$ cat src/hdl/rasterix_cfg.svh
// Rasterizer configuration
`ifndef RASTERIX_CFG_SVH
`define RASTERIX_CFG_SVH

// Screen resolution in pixels
`define RASTERIX_X_RES 32
`define RASTERIX_Y_RES 32
`define RASTERIX_PIXEL_COUNT (`RASTERIX_X_RES * `RASTERIX_Y_RES)

// Stream and data widths
`define RASTERIX_CMD_WIDTH 32
`define RASTERIX_PIXEL_WIDTH 16
`define RASTERIX_POS_WIDTH 8
`define RASTERIX_WEIGHT_WIDTH 32

// Register file size
`define RASTERIX_REG_COUNT 16

`endif

$ cat src/hdl/rasterixPkg.sv
// Rasterizer types
`default_nettype none

`include "rasterix_cfg.svh"

package rasterixPkg;

    typedef logic [`RASTERIX_POS_WIDTH-1:0] screenPosT;
    typedef logic [$clog2(`RASTERIX_PIXEL_COUNT)-1:0] pixelIndexT;
    typedef logic signed [`RASTERIX_WEIGHT_WIDTH-1:0] weightT;
    // RGB565
    typedef logic [`RASTERIX_PIXEL_WIDTH-1:0] colorT;
    typedef logic [`RASTERIX_CMD_WIDTH-1:0] cmdWordT;

    // Command opcode, bits 31:28
    typedef enum logic [3:0] {
        opWriteReg = 4'h0,
        opDraw     = 4'h1,
        opMemset   = 4'h2,
        opCommit   = 4'h3
    } opcodeT;

    // Register index, bits 3:0 of a write header
    typedef enum logic [3:0] {
        regBbStart, regBbEnd,
        regW0, regW1, regW2,
        regW0IncX, regW1IncX, regW2IncX,
        regW0IncY, regW1IncY, regW2IncY,
        regFragColor, regClearColor,
        regScissorStart, regScissorEnd,
        regFeatureEnable
    } regIndexT;

    typedef struct packed {
        screenPosT y;
        screenPosT x;
    } posT;

    typedef struct packed {
        posT    bbStart;
        posT    bbEnd;
        weightT w0;
        weightT w1;
        weightT w2;
        weightT w0IncX;
        weightT w1IncX;
        weightT w2IncX;
        weightT w0IncY;
        weightT w1IncY;
        weightT w2IncY;
    } triangleT;

    typedef struct packed {
        colorT      fragColor;
        colorT      clearColor;
        posT        scissorStart;
        posT        scissorEnd;
        logic       scissorEnable;
        logic [2:0] colorMask;
    } renderConfT;

    typedef enum logic [1:0] {
        psIdle,
        psRegData,
        psIssue
    } parserStateT;

endpackage

`default_nettype wire

$ cat src/hdl/commandParser.sv
// Command stream parser
`timescale 1ns/1ps
`default_nettype none

`include "rasterix_cfg.svh"

module commandParser import rasterixPkg::*; (
    input  logic       aclk,
    input  logic       arstN,
    input  logic       cmdValid,
    output logic       cmdReady,
    input  cmdWordT    cmdData,
    input  logic       walkerBusy,
    input  logic       fbBusy,
    output triangleT   triangle,
    output renderConfT conf,
    output logic       drawStart,
    output logic       memsetStart,
    output logic       commitStart
);

    parserStateT state;
    opcodeT      pendingOp;
    opcodeT      cmdOp;
    regIndexT    regIdx;
    cmdWordT     regFile [`RASTERIX_REG_COUNT];
    logic        cmdAccept;

    function automatic posT toPos(cmdWordT w);
        posT p;
        p.x = screenPosT'(w[7:0]);
        p.y = screenPosT'(w[23:16]);
        return p;
    endfunction

    ////////////////////
    // Stream handshake
    ////////////////////

    // Stalled while an operation runs so commands stay in order
    assign cmdReady  = (state != psIssue) && !walkerBusy && !fbBusy;
    assign cmdAccept = cmdValid && cmdReady;
    assign cmdOp     = opcodeT'(cmdData[31:28]);

    always_ff @(posedge aclk or negedge arstN) begin
        if (!arstN) begin
            state     <= psIdle;
            pendingOp <= opWriteReg;
            regIdx    <= regBbStart;
            for (int i = 0; i < `RASTERIX_REG_COUNT; i++) begin
                regFile[i] <= '0;
            end
        end else begin
            case (state)
                psIdle: begin
                    if (cmdAccept) begin
                        if (cmdOp == opWriteReg) begin
                            regIdx <= regIndexT'(cmdData[3:0]);
                            state  <= psRegData;
                        end else begin
                            // Unknown opcodes pass through psIssue without a pulse
                            pendingOp <= cmdOp;
                            state     <= psIssue;
                        end
                    end
                end
                psRegData: begin
                    if (cmdAccept) begin
                        regFile[regIdx] <= cmdData;
                        state           <= psIdle;
                    end
                end
                default: begin
                    state <= psIdle;
                end
            endcase
        end
    end

    // One cycle start pulses
    assign drawStart   = (state == psIssue) && (pendingOp == opDraw);
    assign memsetStart = (state == psIssue) && (pendingOp == opMemset);
    assign commitStart = (state == psIssue) && (pendingOp == opCommit);

    ////////////////////
    // Register unpacking
    ////////////////////
    always_comb begin
        triangle.bbStart = toPos(regFile[regBbStart]);
        triangle.bbEnd   = toPos(regFile[regBbEnd]);
        triangle.w0      = weightT'(regFile[regW0]);
        triangle.w1      = weightT'(regFile[regW1]);
        triangle.w2      = weightT'(regFile[regW2]);
        triangle.w0IncX  = weightT'(regFile[regW0IncX]);
        triangle.w1IncX  = weightT'(regFile[regW1IncX]);
        triangle.w2IncX  = weightT'(regFile[regW2IncX]);
        triangle.w0IncY  = weightT'(regFile[regW0IncY]);
        triangle.w1IncY  = weightT'(regFile[regW1IncY]);
        triangle.w2IncY  = weightT'(regFile[regW2IncY]);

        conf.fragColor     = colorT'(regFile[regFragColor][15:0]);
        conf.clearColor    = colorT'(regFile[regClearColor][15:0]);
        conf.scissorStart  = toPos(regFile[regScissorStart]);
        conf.scissorEnd    = toPos(regFile[regScissorEnd]);
        // Bit 0 scissor, bits 3:1 mask for R, G, B
        conf.scissorEnable = regFile[regFeatureEnable][0];
        conf.colorMask     = regFile[regFeatureEnable][3:1];
    end

endmodule

`default_nettype wire

$ cat config.mk
export PLATFORM = sky130hd
export DESIGN_NAME = commandParser
export DESIGN_NICKNAME = d
export VERILOG_FILES = /design/src/hdl/rasterixPkg.sv /design/src/hdl/commandParser.sv
export VERILOG_INCLUDE_DIRS = /design/src /design/src/hdl
export SDC_FILE = /design/constraint.sdc
export NUM_CORES = 1
export LEC_CHECK = 0
export BUFFER_PORTS_ARGS = -buffer_cell sky130_fd_sc_hd__buf_2
export CAP_MARGIN = 30
export CORE_MARGIN = 2
export CORE_UTILIZATION = 52
export DETAILED_ROUTE_END_ITERATION = 10
export MAX_ROUTING_LAYER = met4
export PLACE_DENSITY = 0.8
export SLEW_MARGIN = 15
export SYNTH_ARGS = -nofsm -noshare
export SYNTH_HDL_FRONTEND = slang
export SYNTH_SLANG_ARGS = --single-unit
$ cat constraint.sdc
create_clock -name aclk -period 3.1 [get_ports aclk]
set_input_delay 0.155 -clock aclk [delete_from_list [all_inputs] [get_ports aclk]]
set_output_delay 0.155 -clock aclk [all_outputs]
set_load 0.005 [all_outputs]
Word-level counts from Yosys, hierarchy flattened
Cells that the tools add are included.
Widths: inputs -> output; s select.
{"block": "classes", "n_lt_le_gt_ge": 2, "n_eq_ne": 8, "muxes": 7, "bitwise": 2, "reduce_logical": 15}
{"cell": "$bwmux 512", "count": 1}
{"cell": "$demux 32 s4", "count": 1}
{"cell": "$mux 32", "count": 1}
{"cell": "$eq 4x2->1 const B", "count": 2}
{"cell": "$logic_and 1x1->1", "count": 7}
{"cell": "$mux 2", "count": 3}
{"cell": "$ne 2x2->1 const B", "count": 3}
{"cell": "$reduce_and 3->1", "count": 2}
{"cell": "$ge 5x5->1 const B", "count": 1}
{"cell": "$lt 5x1->1 const B", "count": 1}
{"cell": "$not 4->5", "count": 1}
{"cell": "$eq 4x1->1 const B", "count": 1}
{"cell": "$logic_not 4->1", "count": 1}
{"cell": "$pmux 2 s2", "count": 1}
{"cell": "$reduce_and 2->1", "count": 2}
{"cell": "$eq 2x1->1 const B", "count": 1}
{"cell": "$eq 2x2->1 const B", "count": 1}
{"cell": "$logic_not 1->1", "count": 2}
{"cell": "$logic_not 2->1", "count": 1}
{"cell": "$not 1->1", "count": 1}
{"block": "word_totals", "reg_bits": 522, "inputBits": 37, "output_inout_bits": 392, "elab_cells": 53}

Longest topological paths before layout
Gate-level depths: netlist of run 1.
{"block": "logic_depth", "word_depth": 6, "mapped_depth": 6}

Worst setup path after synthesis of run 1
Ideal clock, no wire load.
{"block": "synth_path", "path_kind": "register -> register", "startpoint": "register state[1]", "endpoint": "register regFile (netlist bit conf[58])", "setup_time_ns": 0.125, "arrival_time_ns": 2.075, "t_required_ns": 2.975, "setup_slack_ns": 0.901, "path_stages_with_launch": 6, "path_buffers": 2, "synth_period_minus_slack_ns": 2.199, "cell_sequence": "dfrtp_1 or4b_1 buf_6 nor4b_4 buf_6 mux2_2"}
{"block": "synth_via", "elab_chain_len": 5, "elab_cells_between_ends": 6}
{"element": "start: declaration", "line": "commandParser.sv:22", "rtl": "parserStateT state;"}
{"element": "start signal: assignment", "line": "commandParser.sv:47", "rtl": "state <= psIdle;"}
{"element": "start signal: assignment", "line": "commandParser.sv:59", "rtl": "state <= psRegData;"}
{"element": "start signal: assignment", "line": "commandParser.sv:63", "rtl": "state <= psIssue;"}
{"element": "$ne 2x2->1", "line": "commandParser.sv:41", "rtl": "assign cmdReady = (state != psIssue) && !walkerBusy && !fbBusy;"}
{"element": "$logic_and 1x1->1 (2 in series)", "line": "commandParser.sv:41"}
{"element": "$logic_and 1x1->1", "line": "commandParser.sv:42", "rtl": "assign cmdAccept = cmdValid && cmdReady;"}
{"element": "$reduce_and 2->1 (no source line) (*)"}
{"element": "end signal: indexed assignment", "line": "commandParser.sv:69", "rtl": "regFile[regIdx] <= cmdData;"}
{"element": "end: declaration", "line": "commandParser.sv:26", "rtl": "cmdWordT regFile [`RASTERIX_REG_COUNT];"}
Mark *: on every way between the ends. The rest lies on a longest branch, timed or not.
A chain may end at the register's enable or synchronous reset.

Worst setup path in the final report of run 1
{"block": "layout_path", "startpoint": "register state[1]", "endpoint": "register regFile (netlist bit triangle[197])"}
The elaborated chain is that of the path after synthesis.

==> run metrics, run 1 <==
outcome=complete, no violations; Post-DP HPWL=between 20,000 and 30,000 um; Fin Setup TNS=0 ps; Worst Clk Skew=around 9 ps; Design Power=10.72 mW; worst-path fanout max=20; fmax=about 0.37 GHz; Max VDD drop=roughly 0.00046 V; H-tree levels=2; Worst-path clk slew=about 60 ps; Worst R2R End=triangle[197]$_DFFE_PN0P_; die area=30,470 um2; RSZ-0062 raised after global routing=false; global route overflow=0; Async SR Flop Fraction=between 90% and 100%; post-CTS setup buffer count=0; CP Class=flop to flop; io pins=429; area leader, netlist=dfrtp_1; Int Pwr=between 8 and 9 mW; Worst slew margin=about 44%; Pleak=roughly 11 nW; GPL Wtd Cong=approximately 0.79; mean routed wirelength per cell=23.52 um; CTS sink count=just under 400; post-synthesis cell count=approximately 900; GRT Util Overall=between 20% and 30%; share of cells above drive strength 1=around 67%; Clk pwr share=45.3%; Worst-Skew Late Latency=approximately 520 ps; maximum number of pins on one net before global-route repair=107; required time of the critical path=roughly 3500 ps; Hold Crit Depth=2; Port Buffers=~430; Worst EP arrival=just over 3000 ps; Reg area=about 10000 um2; number of flops mapped to enable cells by yosys=0; Warnings, synthesis=0; Max Cap Viol=0; first-pass GRT wire length=62,380 um; Post-Syn Area=15,130 um2; sw frac=21.64%; Worst-Margin Slew=roughly 840 ps; vias per inst=between 5 and 6; Primary FF master, synth=dfrtp_1; vias in the first global route=around 10,000; Synth cell types=31; final setup violation count=0; most area-consuming cells after synthesis=dfrtp_1 (66%), mux2_2 (28%), mux2_1 (1.1%); pwr dens=~560 nW/um2; initial antenna violation count=1; Die H=174.6 um; worst hold path type=primary input to flop; Nets=1,377; drt initial violations=420; hold buffers post-CTS=3; post-synthesis register bit count=between 300 and 400; most frequent cell after synthesis=dfrtp_1; final wirelength=approximately 40,000 um; max-slew violation count=0; Longest Clk Path Bufs=3; reg2reg path depth=4; Final Critical Period=roughly 2700 ps; Worst setup EP type=flop; period utilisation layout=86.16%; CTS buffer count=40; Sequential Power Share=50.1%; P&R area growth vs syn=26.28%; root buffer cell=clkbuf_16; Synth top area share=approximately 66%; combinational fraction of design power=under 10%; NetSw=between 2 and 2.5 mW; drt pass-1 iters=4; fillers=2,066; Core Region=around 29,000 um2; Die Wd=about 170 um; most instantiated cells after synthesis=dfrtp_1 (398), mux2_2 (381), clkbuf_1 (43); Crit Reg-Reg Startpoint=state[1]$_DFFE_PN0P_; Setup crit start kind=flop; CTS tree=built; final hold violation count=0; Hold Startpoint=cmdData[26]; Cell Rows=a little over 60; Detail Route Antenna Nets=0; share of the yosys chip area belonging to registers=between 60 and 70%; CTS resizes=0; reg2reg setup slack=between 400 and 500 ps; DR DRC count=0; Initial Util=52.71%; area of the multi-input gates=4862 um2; Net Count, Synth=around 940; WHS Endpoint=triangle[90]$_DFFE_PN0P_; syn_area_per_cell=roughly 17 um2; vias=9,559; Util after Layout=66.56%; crit path from=state[1]$_DFFE_PN0P_
## routing by layer
metal | up-vias | track usage, % | routed length [um]
li1 | 4085 | - | -
met1 | 4968 | 34.66 | 16620
met2 | 404 | 44.82 | 20000
met3 | 102 | 6.693 | 2960
met4 | 0 | 10.24 | 1606
met5 | - | - | 0
## cells in the final DEF, fill, tap and decap left out, types with 2 or more instances in the layout
master	count
nor3_4	3
dfrtp_1	398
buf_2	427
nor2_1	3
clkbuf_16	41
nor3_1	2
bufinv_16	3
nand3_1	2
mux2_1	15
dlygate4sd3_1	3
nand3b_1	2
clkinv_2	7
nor4b_4	4
mux2_2	381
buf_12	5
clkbuf_8	11
nor2b_1	3
nand2_1	2
nand4_1	6
clkbuf_1	5
buf_4	25
## cell families (layout without fill, tap and decap cells)
kind of cell	after synthesis	in the layout	synth area share (%)
flops	398	398	65.83
mux	396	396	29.48
buf+inv	67	529	2.192
simple gates	42	42	2.465
compound gates	1	1	0.03305
other cells	0	1	0
## area by class of cell
cell class	instances	share of cell area, %
tap	384	2.515
antenna	1	0.01310
sequential	398	52.14
clock inverter	11	0.6943
multi-input combinational	439	25.45
clock buffer	57	6.261
timing repair buffer	461	12.93
## critical path, cell delays in order (launching register included)
cell,delay (ps)
dfrtp_1,430
or4b_1,930
nor3b_4,370
buf_4,410
mux2_2,390
## power by group through the flow
stage	sequential (mW)	clock [mW]	combinational, mW
after global routing	5.39	5.17	0.538
after floorplan	5.45	0	0.171
after CTS	5.37	4.94	0.497
final	5.37	4.86	0.488
after detailed placement	5.47	0	0.490
after global placement	5.46	0	0.479
## worst max-delay path by stage
| stage | depth (start not counted) | to |
|---|---|---|
| finish | 4 | triangle[197]$_DFFE_PN0P_ |
| global route | 4 | triangle[83]$_DFFE_PN0P_ |
| CTS | 4 | triangle[48]$_DFFE_PN0P_ |
| detailed placement | 4 | triangle[197]$_DFFE_PN0P_ |
| global placement | 4 | triangle[83]$_DFFE_PN0P_ |
| floorplan | 5 | conf[58]$_DFFE_PN0P_ |
## metrics by stage
step                      worst slack (ps)  cell area (um2)  hold WS, ps  std cells
final                                429.1            19100        24.16       1751
after global routing                 311.4            19100        27.02       1751
after CTS                            441.2            19100        5.137       1750
after detailed placement             446.1            17740        287.3       1679
after global placement               503.1            17740        285.0       1679
after floorplan                      900.7            15130       -140.6        904
## flip-flops by register name (all words and copies together), names as in the netlist
register / flops
regIdx: 4
triangle: 320
conf: 68
state: 2
pendingOp: 4
Power figures use the tool's default switching activity.
==> run 2: changes to the inputs <==
--- a/config.mk
+++ b/config.mk
@@ -11,7 +11,6 @@
 export CORE_MARGIN = 2
 export CORE_UTILIZATION = 52
 export DETAILED_ROUTE_END_ITERATION = 10
-export MAX_ROUTING_LAYER = met4
 export PLACE_DENSITY = 0.8
 export SLEW_MARGIN = 15
 export SYNTH_ARGS = -nofsm -noshare
==> run 2 against run 1 <==
Utilization unchanged. Clock skew decreased by 2.1 ps. Maximum frequency increased by 0.17%.
==> run metrics, run 2 (synthesis gave the netlist of run 1 again) <==
outcome=complete, no violations; CP Class=flop to flop; worst-path fanout max=20; Fin Setup TNS=0 ps; critical-path cell list=or4b_1 > nor3b_4 > buf_4 > mux2_2; P&R area growth vs syn=26.28%; drt initial violations=495; Worst-Margin Slew=~840 ps; Worst setup EP type=flop; Max Cap Viol=0; vias in the first global route=between 10,000 and 15,000; root buffer cell=clkbuf_16; Detail Route Antenna Nets=0; global route overflow=0; Setup crit start kind=flop; post-CTS setup buffer count=0; Initial Util=52.71%; vias per inst=between 5 and 6; fmax=~0.38 GHz; die area=just over 30,000 um2; hold buffers post-CTS=3; final wirelength=between 40,000 and 50,000 um; initial antenna violation count=1; commonest non-fill, non-tap cell in the layout=buf_2; share of cells above drive strength 1=between 60 and 70%; max reg flops=320; Post-DP HPWL=27,330 um; Core Region=between 20,000 and 30,000 um2; Final Critical Period=2666 ps; vias=~9,600; GPL Wtd Cong=slightly below 0.8; Slowest-stage cell, CP=or4b_1; Max stage delay on crit path=about 930 ps; Nets=1,377; final hold violation count=0; Max VDD drop=about 0.00046 V; CTS sink count=398; pwr dens=about 560 nW/um2; RSZ-0062 raised after global routing=false; drt pass-1 iters=4; Longest Clk Path Bufs=3; Pleak=roughly 11 nW; Post-DP Area=about 18,000 um2; Worst-path clk slew=about 60 ps; max-slew violation count=0; CTS tree=built; Buf/Inv on CP=1; H-tree levels=2; commonest non-fill, non-tap cells in the layout=buf_2 (427), dfrtp_1 (398), mux2_2 (381); Die Wd=around 170 um; period utilisation layout=a little under nine tenths; first-pass GRT wire length=~63,000 um; CTS buffer count=40; final setup violation count=0; required time of the critical path=between 3000 and 4000 ps; DR DRC count=0; io pins=429; GRT Util Overall=between 20% and 30%; CTS resizes=0; Worst-Skew Late Latency=roughly 520 ps; Design Power=between 10 and 15 mW; Cell Rows=between 60 and 70; mean routed wirelength per cell=about 24 um; Die H=roughly 170 um; final instance area=roughly 19,000 um2; Worst Clk Skew=6.743 ps; Port Buffers=~430; worst hold path type=primary input to flop; Worst slew margin=~44%; Worst EP arrival=~3100 ps; maximum number of pins on one net before global-route repair=107; Top delay family on crit path=simple AND/OR/NAND/NOR gates; reg2reg setup slack=around 430 ps
==> run 2: cell counts in the layout (fill, tap and decap cells not counted) <==
Identical to the previous run, type by type.
==> run 2: worst paths after layout <==
| check | start | endpoint | cells past startpoint |
|---|---|---|---|
| setup / recovery | state[1]$_DFFE_PN0P_ | triangle[197]$_DFFE_PN0P_ | 4 |
| hold / removal | cmdData[26] | triangle[90]$_DFFE_PN0P_ | 2 |
| setup reg to reg | state[1]$_DFFE_PN0P_ | triangle[197]$_DFFE_PN0P_ | 4 |
| hold reg to reg | triangle[132]$_DFFE_PN0P_ | triangle[132]$_DFFE_PN0P_ | 1 |
| max in group asynchronous | arstN | triangle[140]$_DFFE_PN0P_ | 3 |
| min in group asynchronous | arstN | triangle[106]$_DFFE_PN0P_ | 2 |
==> run 2: area by class of cell <==
class,instances,area [um2]
diodes,1,2.502
clock buffers,57,1196
clock inverters,11,132.6
fillers,2066,9599
multi-input cells,439,4862
flip-flops and latches,398,9960
well taps,384,480.5
repair buffers,461,2470
==> run 2: report_power, final <==
group	total [mW]	internal (mW)	switching, mW
registers	5.37	5.30	0.0760
clock network	4.86	2.92	1.94
logic	0.488	0.183	0.305
total	10.7	8.40	2.32
==> run 2: metrics by stage <==
step | instances | util [%] | hold slack (ps) | setup slack [ps]
2_1_floorplan | 904 | - | -140.6 | 900.7
3_3_place_gp | 1679 | 61.81 | 285.0 | 503.1
3_5_place_dp | 1679 | 61.81 | 287.3 | 446.1
4_1_cts | 1750 | 66.55 | 5.137 | 441.2
5_1_grt | 1751 | 66.56 | 28.73 | 311.4
6_report | 1751 | 66.56 | 22.11 | 433.6
==> run 2: per-layer routing <==
layer | GRT usage, % | vias up | share of wire [%]
met5 | 0 | - | 0
met4 | 10.24 | 0 | 3.9
met3 | 6.890 | 97 | 7.4
met2 | 45.01 | 398 | 49
met1 | 34.36 | 4973 | 40
li1 | - | 4088 | -
==> run 2: worst register-to-register path, stage by stage, from the launching register on <==
cell and delay [ps]:
dfrtp_1 430, or4b_1 930, nor3b_4 370, buf_4 420, mux2_2 410
==> run 3: changes to the inputs <==
--- a/config.mk
+++ b/config.mk
@@ -6,10 +6,11 @@
 export SDC_FILE = /design/constraint.sdc
 export NUM_CORES = 1
 export LEC_CHECK = 0
+export ABC_AREA = 1
 export BUFFER_PORTS_ARGS = -buffer_cell sky130_fd_sc_hd__buf_2
 export CAP_MARGIN = 30
 export CORE_MARGIN = 2
-export CORE_UTILIZATION = 52
+export CORE_UTILIZATION = 54
 export DETAILED_ROUTE_END_ITERATION = 10
 export PLACE_DENSITY = 0.8
 export SLEW_MARGIN = 15
==> run 3 against run 2 <==
Global-route usage increased by 6.2 points. Sequential share of layout area decreased by 7.7 points. Die area increased by 16%. Design area increased by 17%. Wire length increased by 42%. Critical path depth increased by 3.
==> run metrics, run 3 <==
outcome=complete, no violations; global route overflow=0; Worst slew margin=35.05%; CTS tree=built; Slowest-stage cell, CP=nor2_2; Longest Clk Path Bufs=3; root buffer cell=clkbuf_16; share of cells above drive strength 1=21.23%; Max stage delay on crit path=between 400 and 500 ps; RSZ-0062 raised after global routing=false; most instantiated cells after synthesis=nand2_1 (815), inv_1 (402), dfrtp_1 (398); Die Wd=188.3 um; GR peak layer=met2; share of the yosys chip area belonging to registers=between 50% and 60%; Async SR Flop Fraction=100.0%; Post-DP Area=between 20,000 and 25,000 um2; Hold Crit Depth=3; post-CTS setup buffer count=0; Nets=2,612; Final Critical Period=2420 ps; maximum number of pins on one net before global-route repair=92; mean routed wirelength per cell=slightly below 20 um; Warnings, synthesis=0; most frequent cell after synthesis=nand2_1; commonest non-fill, non-tap cell in the layout=nand2_1; CTS sink count=roughly 400; pwr dens=just over 500 nW/um2; H-tree levels=2; reg2reg path depth=7; Worst-path clk slew=roughly 60 ps; final wirelength=approximately 59,000 um; Detail Route Antenna Nets=0; Setup crit start kind=flop; Worst EP arrival=approximately 2900 ps; Post-Syn Area=18,340 um2; most area-consuming cells after synthesis=dfrtp_1 (54%), nand2_1 (17%), o21bai_1 (16%); io pins=roughly 430; Worst Slack Setup Final=between 600 and 700 ps; Cell Rows=between 60 and 70; required time of the critical path=3580 ps; first-pass GRT wire length=between 90,000 and 100,000 um; max reg flops=320; vias=around 16,000; critical-path cell list=inv_1 > nand4_4 > buf_12 > nor2_2 > buf_4 > nand2_1 > nand2_1; Worst-Margin Slew=between 900 and 1000 ps; period utilisation layout=78.07%; fmax=roughly 0.41 GHz; Post-DP HPWL=38,710 um; area leader, netlist=dfrtp_1; M2 GR Usage=52.88%; fillers=between 2,000 and 3,000; Worst-Skew Late Latency=~550 ps; final hold violation count=0; Fin Setup TNS=0 ps; Initial Util=a little over half; commonest non-fill, non-tap cells in the layout=nand2_1 (815), buf_2 (427), inv_1 (402); Synth cell types=15; drt initial violations=~1,300; CTS buffer count=43; Max VDD drop=around 0.00039 V; Core Region=33,530 um2; Primary FF master, synth=dfrtp_1; max-slew violation count=0; Pleak=~11 nW; P&R area growth vs syn=22.16%; WHS=around 27 ps; CP dominant cell by count=nand2_1; number of flops mapped to enable cells by yosys=0; Worst setup EP type=flop; final setup violation count=0; Net Count, Synth=around 2,200; Port Buffers=428; post-synthesis register bit count=between 300 and 400; syn_area_per_cell=between 8 and 9 um2; met1 Resource Use GR=between 40% and 50%; final instance area=22,410 um2; met3 GRT Util=8.512%; vias per inst=5.212; die area=approximately 35,000 um2; initial antenna violation count=0; GRT Util Overall=between 30% and 40%; Max Cap Viol=0; hold buffers post-CTS=14; CP Class=flop to flop; Synth top area share=between 50 and 60%; worst hold path type=primary input to flop; worst-path fanout max=just under 50; Die H=about 190 um; DR DRC count=0; Worst Clk Skew=about 13 ps; Util after Layout=66.83%; post-synthesis cell count=2,193; Setup WS pre-CTS=roughly 700 ps; CTS resizes=0; ant diodes=0; GPL Wtd Cong=0.8547; vias in the first global route=15,910; drt pass-1 iters=6
## run 3: cell count changes after synthesis, moves of 17 or more
cell and change:
o21bai_1 +396, buf_2 +62, inv_1 +402, nor2_2 +17, nand2_1 +813, clkbuf_1 +32
mux2_2 -381
## run 3: routing by layer
metal  up-vias  wire length (um)
met5         -                 0
li1       7278                 -
met3       205              5692
met2       810             26690
met4         0              3350
met1      7620             23050
## run 3: where the power goes
group	leakage (nW)	total, mW	switching [mW]	internal (mW)
logic	6.51	0.794	0.592	0.202
registers	3.52	5.35	0.0620	5.29
clock network	0.723	5.35	2.12	3.23
## run 3: per-stage QoR
step | std cells | power [mW]
after floorplan | 2193 | 5.770
after global placement | 2963 | 6.193
after detailed placement | 2964 | 6.212
after CTS | 3053 | 11.53
after global routing | 3053 | 11.81
final | 3053 | 11.49
## run 3: kinds of logic after synthesis
logic type,after synthesis,share of synthesized area [%]
simple gates,851,17.80
buf+inv,548,11.70
flops,398,54.29
compound gates,396,16.21
## run 3: path summary, 6_finish.rpt
check / slack, ps / to / start
worst max-delay path: 680 / triangle[163]$_DFFE_PN0P_ / state[1]$_DFFE_PN0P_
worst min-delay path: 30 / triangle[51]$_DFFE_PN0P_ / cmdData[19]
worst max register to register: 680 / triangle[163]$_DFFE_PN0P_ / state[1]$_DFFE_PN0P_
worst min register to register: 590 / triangle[145]$_DFFE_PN0P_ / triangle[145]$_DFFE_PN0P_
max in group asynchronous: 1940 / triangle[140]$_DFFE_PN0P_ / arstN
min in group asynchronous: 230 / triangle[94]$_DFFE_PN0P_ / arstN
## run 3: worst max-delay path, delay by kind of cell, from the launching register on
kind | cells | cell delay, ps
DFF | 1 | 380
and+or+nand+nor | 4 | 1090
buffers and inverters | 3 | 870
## run 3: final cells by class
class | instances | area (um2) | share of cell area, %
well taps | 448 | 560.5 | 2.501
inverters | 402 | 1509 | 6.734
multi-input cells | 1247 | 6247 | 27.88
flip-flops and latches | 398 | 9960 | 44.44
repair buffers | 483 | 2675 | 11.94
clock buffers | 61 | 1256 | 5.606
clock inverters | 14 | 201.4 | 0.8989
